===== src/eth_measurer_pkg.sv =====
// Shared types and frame constants for the latency measurer.
// A frame is ethertype (2), kind (1), id (8, MSB first), then zero padding.
// No preamble, MAC addresses or FCS.
package eth_measurer_pkg;

	typedef logic [7:0] eth_byte_t;
	typedef logic [63:0] ping_id_t;
	typedef logic [31:0] cycles_t;
	typedef logic [15:0] psize_t;
	typedef logic [63:0] stat_t;

	// One byte beat, no back-pressure
	typedef struct packed {
		logic valid;
		logic last;
		eth_byte_t data;
	} eth_stream_t;

	typedef struct packed {
		cycles_t ping_time;
		cycles_t pong_time;
		stat_t ping_pongs_good;
		stat_t pings_lost;
		stat_t pongs_lost;
	} meas_stats_t;

	typedef enum logic [7:0] {
		KIND_PING = 8'h01,
		KIND_PONG = 8'h02
	} frame_kind_t;

	localparam logic [15:0] ETHERTYPE_MEAS = 16'h88B5;

	localparam psize_t PSIZE_RESET = 16'd46;
	localparam psize_t PSIZE_MIN = 16'd11; // Header plus id, no padding

	// Byte index of the first id byte
	localparam psize_t ID_FIRST = 16'd3;

endpackage


===== src/eth_measurer.sv =====
// Round-trip latency measurer top. main_tx must loop to loop_rx and
// loop_tx back to main_rx outside the design.
// Streams have no back-pressure.
module eth_measurer (
	input logic clk,
	input logic rst,
	input logic enable,

	input eth_measurer_pkg::psize_t psize_req,
	input eth_measurer_pkg::cycles_t delay_time,
	input eth_measurer_pkg::cycles_t timeout,

	output eth_measurer_pkg::eth_stream_t main_tx,
	output eth_measurer_pkg::eth_stream_t loop_tx,
	input eth_measurer_pkg::eth_stream_t main_rx,
	input eth_measurer_pkg::eth_stream_t loop_rx,

	output logic done,
	output eth_measurer_pkg::meas_stats_t stats
);
	import eth_measurer_pkg::*;

	psize_t psize;
	ping_id_t ping_id;
	ping_id_t main_rx_ping_id;
	ping_id_t loop_rx_ping_id;
	logic main_tx_trigger;
	logic loop_tx_trigger;
	logic main_tx_begin;
	logic loop_tx_begin;

	eth_measurer_coord i_coord (
		.clk(clk),
		.rst(rst),
		.enable(enable),
		.psize_req(psize_req),
		.delay_time(delay_time),
		.timeout(timeout),
		.psize(psize),
		.ping_id(ping_id),
		.main_rx_ping_id(main_rx_ping_id),
		.loop_rx_ping_id(loop_rx_ping_id),
		.main_tx_trigger(main_tx_trigger),
		.loop_tx_trigger(loop_tx_trigger),
		.main_tx_begin(main_tx_begin),
		.loop_tx_begin(loop_tx_begin),
		.done(done),
		.stats(stats)
	);

	// Pings leave on main, pongs on loop
	eth_ping_tx #(.KIND(KIND_PING)) i_main_tx (
		.clk(clk),
		.rst(rst),
		.trigger(main_tx_trigger),
		.psize(psize),
		.ping_id(ping_id),
		.tx_begin(main_tx_begin),
		.tx(main_tx)
	);

	eth_ping_tx #(.KIND(KIND_PONG)) i_loop_tx (
		.clk(clk),
		.rst(rst),
		.trigger(loop_tx_trigger),
		.psize(psize),
		.ping_id(ping_id),
		.tx_begin(loop_tx_begin),
		.tx(loop_tx)
	);

	eth_ping_rx #(.KIND(KIND_PONG)) i_main_rx (
		.clk(clk),
		.rst(rst),
		.rx(main_rx),
		.rx_ping_id(main_rx_ping_id)
	);

	eth_ping_rx #(.KIND(KIND_PING)) i_loop_rx (
		.clk(clk),
		.rst(rst),
		.rx(loop_rx),
		.rx_ping_id(loop_rx_ping_id)
	);

endmodule


===== src/eth_measurer_coord.sv =====
// Ping/pong coordinator with one exchange in flight at a time.
// Triggers go only to idle generators. Times are in clock cycles.
// delay_time or timeout of zero means no wait at all.
module eth_measurer_coord (
	input logic clk,
	input logic rst,
	input logic enable,

	input eth_measurer_pkg::psize_t psize_req,
	input eth_measurer_pkg::cycles_t delay_time,
	input eth_measurer_pkg::cycles_t timeout,

	output eth_measurer_pkg::psize_t psize,

	output eth_measurer_pkg::ping_id_t ping_id,
	input eth_measurer_pkg::ping_id_t main_rx_ping_id,
	input eth_measurer_pkg::ping_id_t loop_rx_ping_id,

	output logic main_tx_trigger,
	output logic loop_tx_trigger,
	input logic main_tx_begin,
	input logic loop_tx_begin,

	output logic done,
	output eth_measurer_pkg::meas_stats_t stats
);
	import eth_measurer_pkg::*;

	typedef enum logic [2:0] {
		ST_DELAY,
		ST_WAIT_PING_TX,
		ST_PING,
		ST_WAIT_PONG_TX,
		ST_PONG
	} state_t;

	state_t state, state_next;

	logic done_next;
	psize_t psize_q, psize_next; // Frame length of the exchange in flight
	ping_id_t ping_id_next;
	cycles_t count, count_next;
	cycles_t ping_time, ping_time_next; // Ping leg, held until done
	meas_stats_t stats_next;

	logic delay_over;
	logic timed_out;

	assign delay_over = (delay_time == '0) || (count >= delay_time - cycles_t'(1));
	assign timed_out = (timeout == '0) || (count >= timeout - cycles_t'(1));

	// Generators latch psize in the trigger cycle itself
	assign psize = main_tx_trigger ? psize_req : psize_q;

	always_ff @(posedge clk) begin
		if (rst) begin
			state <= ST_DELAY;
			ping_id <= '0;
			done <= 1'b0;
			count <= '0;
			psize_q <= PSIZE_RESET;
			ping_time <= '0;
			stats <= '0;
		end else begin
			state <= state_next;
			ping_id <= ping_id_next;
			done <= done_next;
			count <= count_next;
			psize_q <= psize_next;
			ping_time <= ping_time_next;
			stats <= stats_next;
		end
	end

	always_comb begin
		state_next = state;
		ping_id_next = ping_id;
		done_next = 1'b0;
		count_next = count + cycles_t'(1);
		psize_next = psize_q;
		ping_time_next = ping_time;
		stats_next = stats;

		main_tx_trigger = 1'b0;
		loop_tx_trigger = 1'b0;

		case (state)
			ST_DELAY: begin
				if (!enable) begin
					count_next = '0; // Delay restarts while disabled
				end else if (delay_over) begin
					state_next = ST_WAIT_PING_TX;
					count_next = '0;
					psize_next = psize_req;
					main_tx_trigger = 1'b1;
				end
			end

			ST_WAIT_PING_TX: begin
				if (main_tx_begin) begin
					state_next = ST_PING;
					count_next = cycles_t'(1);
				end
			end

			ST_PING: begin
				if (loop_rx_ping_id == ping_id) begin
					// Ping seen on loop port, answer with pong
					state_next = ST_WAIT_PONG_TX;
					count_next = '0;
					ping_time_next = count + cycles_t'(1);
					loop_tx_trigger = 1'b1;
				end else if (timed_out) begin
					state_next = ST_DELAY;
					count_next = '0;
					done_next = 1'b1;
					stats_next.ping_time = '1;
					stats_next.pong_time = '1;
					stats_next.pings_lost = stats.pings_lost + stat_t'(1);
				end
			end

			ST_WAIT_PONG_TX: begin
				if (loop_tx_begin) begin
					state_next = ST_PONG;
					count_next = cycles_t'(1);
				end
			end

			ST_PONG: begin
				if (main_rx_ping_id == ping_id) begin
					state_next = ST_DELAY;
					count_next = '0;
					done_next = 1'b1;
					ping_id_next = ping_id + ping_id_t'(1);
					stats_next.ping_time = ping_time;
					stats_next.pong_time = count + cycles_t'(1);
					stats_next.ping_pongs_good = stats.ping_pongs_good + stat_t'(1);
				end else if (timed_out) begin
					// Pong lost, ping leg still valid
					state_next = ST_DELAY;
					count_next = '0;
					done_next = 1'b1;
					ping_id_next = ping_id + ping_id_t'(1);
					stats_next.ping_time = ping_time;
					stats_next.pong_time = '1;
					stats_next.pongs_lost = stats.pongs_lost + stat_t'(1);
				end
			end

			default: begin
				state_next = ST_DELAY;
			end
		endcase
	end

endmodule


===== src/eth_ping_rx.sv =====
// Parses a byte stream and keeps the id of the last good frame of kind KIND.
// Bad ethertype, other kind or a frame shorter than PSIZE_MIN is ignored.
// rx_ping_id resets to all ones, so it never matches id 0.
module eth_ping_rx #(
	parameter eth_measurer_pkg::frame_kind_t KIND = eth_measurer_pkg::KIND_PING
) (
	input logic clk,
	input logic rst,
	input eth_measurer_pkg::eth_stream_t rx,
	output eth_measurer_pkg::ping_id_t rx_ping_id
);
	import eth_measurer_pkg::*;

	psize_t cnt; // Bytes seen so far in this frame
	logic hdr_ok;
	ping_id_t id_sr;
	ping_id_t id_cur;
	logic in_id;
	logic frame_ok;

	assign in_id = (cnt >= ID_FIRST) && (cnt < PSIZE_MIN);
	assign id_cur = in_id ? {id_sr[55:0], rx.data} : id_sr; // Includes current byte
	assign frame_ok = hdr_ok && (cnt >= PSIZE_MIN - psize_t'(1));

	always_ff @(posedge clk) begin
		if (rst) begin
			cnt <= '0;
			hdr_ok <= 1'b0;
			rx_ping_id <= '1;
		end else if (rx.valid) begin
			if (rx.last) begin
				cnt <= '0;
				if (frame_ok) begin
					rx_ping_id <= id_cur;
				end
			end else if (cnt != '1) begin
				cnt <= cnt + psize_t'(1); // Saturates on very long frames
			end

			case (cnt)
				16'd0: hdr_ok <= (rx.data == ETHERTYPE_MEAS[15:8]);
				16'd1: hdr_ok <= hdr_ok && (rx.data == ETHERTYPE_MEAS[7:0]);
				16'd2: hdr_ok <= hdr_ok && (rx.data == KIND);
				default: hdr_ok <= hdr_ok;
			endcase
		end
	end

	always_ff @(posedge clk) begin
		if (rx.valid && in_id) begin
			id_sr <= id_cur;
		end
	end

endmodule


===== src/eth_ping_tx.sv =====
// Sends one frame of psize bytes per trigger, one byte per cycle.
// Triggers while sending are ignored. psize must be nonzero.
// psize below PSIZE_MIN gives a truncated frame that parsers reject.
module eth_ping_tx #(
	parameter eth_measurer_pkg::frame_kind_t KIND = eth_measurer_pkg::KIND_PING
) (
	input logic clk,
	input logic rst,
	input logic trigger,
	input eth_measurer_pkg::psize_t psize,
	input eth_measurer_pkg::ping_id_t ping_id,
	output logic tx_begin,
	output eth_measurer_pkg::eth_stream_t tx
);
	import eth_measurer_pkg::*;

	typedef enum logic {TX_IDLE, TX_SEND} tx_state_t;

	tx_state_t state;
	psize_t cnt; // Byte index within frame
	psize_t len;
	ping_id_t id_sr;
	logic last_byte;
	logic in_id;

	assign last_byte = (cnt == len - psize_t'(1));
	assign in_id = (cnt >= ID_FIRST) && (cnt < PSIZE_MIN);

	always_ff @(posedge clk) begin
		if (rst) begin
			state <= TX_IDLE;
			cnt <= '0;
		end else begin
			case (state)
				TX_IDLE: begin
					cnt <= '0;
					if (trigger) begin
						state <= TX_SEND;
					end
				end
				TX_SEND: begin
					cnt <= cnt + psize_t'(1);
					if (last_byte) begin
						state <= TX_IDLE;
					end
				end
				default: begin
					state <= TX_IDLE;
				end
			endcase
		end
	end

	// Id goes out MSB first from the top of the shift register
	always_ff @(posedge clk) begin
		if (state == TX_IDLE && trigger) begin
			len <= psize;
			id_sr <= ping_id;
		end else if (state == TX_SEND && in_id) begin
			id_sr <= {id_sr[55:0], 8'h00};
		end
	end

	always_comb begin
		tx = '0;
		if (state == TX_SEND) begin
			tx.valid = 1'b1;
			tx.last = last_byte;
			case (cnt)
				16'd0: tx.data = ETHERTYPE_MEAS[15:8];
				16'd1: tx.data = ETHERTYPE_MEAS[7:0];
				16'd2: tx.data = KIND;
				default: tx.data = in_id ? id_sr[63:56] : 8'h00; // Zero padding
			endcase
		end
	end

	assign tx_begin = (state == TX_SEND) && (cnt == '0);

endmodule


===== config.mk =====
export PLATFORM = sky130hd
export DESIGN_NAME = eth_measurer
export DESIGN_NICKNAME = d
export VERILOG_FILES = /design/src/eth_measurer_pkg.sv /design/src/eth_measurer.sv /design/src/eth_measurer_coord.sv /design/src/eth_ping_rx.sv /design/src/eth_ping_tx.sv
export SDC_FILE = /design/constraint.sdc
export NUM_CORES = 2
export LEC_CHECK = 0
export ABC_AREA = 0
export ABC_CLOCK_PERIOD_IN_PS = 7040
export BUFFER_PORTS_ARGS = -buffer_cell sky130_fd_sc_hd__buf_2
export CORE_ASPECT_RATIO = 1.25
export CORE_MARGIN = 3
export CORE_UTILIZATION = 60
export CTS_CLUSTER_DIAMETER = 80
export DETAILED_ROUTE_END_ITERATION = 10
export GPL_ROUTABILITY_DRIVEN = 0
export GPL_TIMING_DRIVEN = 0
export PLACE_DENSITY_LB_ADDON = 0.08
export SYNTH_ARGS = -nofsm -noshare
export SYNTH_HDL_FRONTEND = slang
export SYNTH_SLANG_ARGS = --single-unit

===== constraint.sdc =====
create_clock -name clk -period 7.04 [get_ports clk]
set_clock_uncertainty 0.05 [all_clocks]
set_input_delay 0.352 -clock clk [delete_from_list [all_inputs] [get_ports clk]]
set_output_delay 0.352 -clock clk [all_outputs]
set_load 0.05 [all_outputs]

==> summary.txt <==
Drt
  • Post-Route WL: 131000 µm
  • Total number of vias: 34.9k
  • DRT Pass-1 Iters: 8
  • Post-DR wirelength/cell: 22.5 µm
  • ANT nets after route: 0
  • Drt drc: 0
  • Via density: 5.98
  • Number of DRC markers in iteration 0: a little under 3k

Timing
  • Fin. max-slew vios: 0
  • Final Cycle Share: between 90% and 100%
  • Max frequency: 152 MHz
  • Hold Fails Final Rpt: 0
  • Worst Tran Pin Value: 1360 ps
  • # setup viols final: 0
  • Crit path time final: 6560 ps
  • Unrepaired setup endpoints after global routing: no
  • Final hold slack: around 37 ps
  • Rel. slew slack: under 10%

CTS
  • Reg clk slew, reported paths: roughly 60 ps
  • Clk Tree Root Cell: clkbuf_16
  • Worst-Skew Late Latency: 650 ps
  • CTS max path bufs: 3
  • Num CTS Buffers: 87
  • CTS H-tree depth: 3
  • CTS tree: built
  • Clock sink count: 888
  • Setup bufs post-CTS: 0

Worst setup path
  • Most frequent CP cell: nand2_1
  • Critical path required time: 7500 ps
  • Critical path data arrival time: 7010 ps
  • Crit path max fanout: 10
  • Critical-path top delay cell: o2bb2ai_2
  • Delay of the slowest critical-path stage: 870 ps
  • Setup Crit Path Kind: input port to flip-flop
  • Crit path launch type: input port
  • Worst-path cell chain: buf_2 -> nor4_1 -> nor4b_1 -> nand2_1 -> or2_2 -> nand2b_1 -> or3_1 -> nor3_1 -> xnor2_1 -> ha_1 -> nand4_1 -> nor4_2 -> nand2_1 -> o2bb2ai_2 -> or3_1 -> nand2_1 -> clkbuf_1 -> o41ai_1 -> a21oi_1
  • Critical Path Sink Type: flip-flop

Placed design
  • Placed Cells: roughly 5.7k
  • Final HPWL DP: 96400 µm
  • IO Port Bufs: 378

Global route
  • Maximum number of pins on one net before global-route repair: 65
  • Initial antenna violation count: 3
  • Grt total ovfl: 0
  • GR Util All Layers: 34.1%
  • Vias in the first global route: between 30k and 40k
  • Wire length of the first global-routing pass: 198000 µm

Logic synthesis
  • Syn avg cell area: approximately 9.9 µm²
  • Yosys reg bits: 888
  • Sequential area share after synthesis: 48.0%
  • Yosys warnings: 0
  • Synth Flop Type: dfxtp_1
  • Gate Count Post-Synth: 4337
  • Syn_nets: between 4k and 5k
  • Fraction of registers with async set/reset: 0%
  • Synth cell types: 79
  • Mapped Area: 0.0430 mm²
  • Post-synth EDFFs: 288

Finish
  • Most common library cell in the layout ignoring fill and taps: dfxtp_1
  • Layout area overhead: 14.8%
  • Filler cells: 5649
  • Commonest non-fill, non-tap cells in the layout: 600 x dfxtp_1, 538 x nor2_1, 399 x buf_2, 289 x mux2_2, 288 x edfxtp_1
  • Fin nets: 5013
  • Layout Utilization: 69.7%
  • Fraction of layout instances using a drive strength above 1: ~18%
  • Register area: 0.0207 mm²
  • Multi-input gate area: 0.0210 mm²
  • Layout Cells excl Fill: between 5k and 6k

Die
  • Die Y: just over 300 µm
  • Die area: between 0.07 and 0.08 mm²
  • Rows: 109
  • Initial Util: around 61%
  • # IOs: 380
  • Die W: about 250 µm
  • Core region area: 0.0709 mm²

Power
  • Peak VDD IR: 0.206 mV
  • Clock network power share: 47.2%
  • Switch share: approximately a fifth
  • P_int: 8240 µW
  • Sw Pwr: 2220 µW
  • Flop pwr share: 50.4%
  • Pwr dens: 212 mW/mm²
  • Leak: 0.0180 µW
  • Comb power frac: 2.4%

Status
  • Outcome: completed

Run
  • Max-cap violations: 0

Worst hold path
  • Hold WC Path Type: input port to flip-flop
[flip-flops by register name, indices dropped and copies added, names as in the netlist, 32 cells and up]
signal / cells
i_coord.count: 32
i_coord.ping_id: 64
i_coord.ping_time: 32
i_coord.stats: 256
i_loop_rx.id_sr: 64
i_loop_rx.rx_ping_id: 64
i_loop_tx.id_sr: 64
i_main_rx.id_sr: 64
i_main_rx.rx_ping_id: 64
i_main_tx.id_sr: 64
[Yosys cell counts, types with 75 or more instances]
cell	n	share of area [%]
a211oi_1	98	1.7
xor2_1	174	3.5
mux2_2	289	7.6
clkbuf_1	227	2.0
inv_1	92	0.80
dfxtp_1	600	28
or3_1	75	1.1
nand2_1	187	1.6
ha_1	90	2.6
nor3_1	94	1.1
nor2b_1	183	2.7
nor2_1	540	4.7
a21oi_1	115	1.3
edfxtp_1	288	20
nor4_1	144	2.1
nand4_1	112	1.6
o21ai_0	79	0.92
xnor2_1	287	5.8
nand3_1	142	1.7
[critical path, delay by kind of cell]
family          cells  cell delay [ps]
compound gates      3             1440
xor+xnor            1              100
fa+ha+maj           1              300
buf+inv             2              640
simple gates       12             4160
[power by group through the flow]
stage          registers, µW  logic (µW)  clock network (µW)
2_1_floorplan           5380         133                   0
3_3_place_gp            5380         243                   0
3_5_place_dp            5380         247                   0
4_1_cts                 5270         253                4970
5_1_grt                 5260         276                5170
6_report                5270         256                4930
[cells by family after synthesis]
family          synth area share [%]
compound gates                  8.23
simple gates                    20.7
flops                           48.0
xor+xnor                        9.38
buf+inv                         3.30
mux                             7.75
fa+ha+maj                       2.62
[metal layers]
layer	global-route usage, %	part of all wire [%]
met1	40.1	38
met2	57.6	48
met3	8.61	8.6
met4	17.8	5.7
met5	0	0
[area by class of cell]
class	count	share of cell area, %
repair buffers	393	4.19
diodes	1	0.00507
plain buffers	278	2.19
clock buffers	124	5.36
flip-flops and latches	888	41.8
multi-input cells	3079	42.5
clock inverters	40	0.803
repair inverters	1	0.0101
well taps	943	2.39
inverters	92	0.707
[per-stage QoR]
stage | setup WS, ps | setup TNS (ps) | total power, µW | instance area, µm²
final | 482 | 0 | 10500 | 49400
after global routing | 194 | 0 | 10700 | 49400
after CTS | 252 | 0 | 10500 | 49400
after detailed placement | -777 | -84530 | 5630 | 46200
after global placement | -2010 | -208420 | 5620 | 46100
after floorplan | 792 | 0 | 5510 | 43000
[final timing paths]
path | to | start | cells after the start | slack (ps)
worst max-delay path | i_coord.ping_id[31] | timeout[3] | 19 | 480
worst min-delay path | i_main_tx.len[12] | psize_req[12] | 2 | 40
worst max register to register | i_loop_tx.id_sr[4] | i_coord.ping_id[0] | 12 | 1330
worst min register to register | i_loop_rx.hdr_ok | i_loop_rx.hdr_ok | 2 | 430
[what timing repair did]
action | 4_1_cts | 5_1_grt
cloned | 0 | 1
hold endpoints to repair | 15 | 0
endpoints found under the setup margin | 7 | 50
hold buffers | 12 | 0
resized for setup | 1 | 4
(Power assumes the default switching activity.)
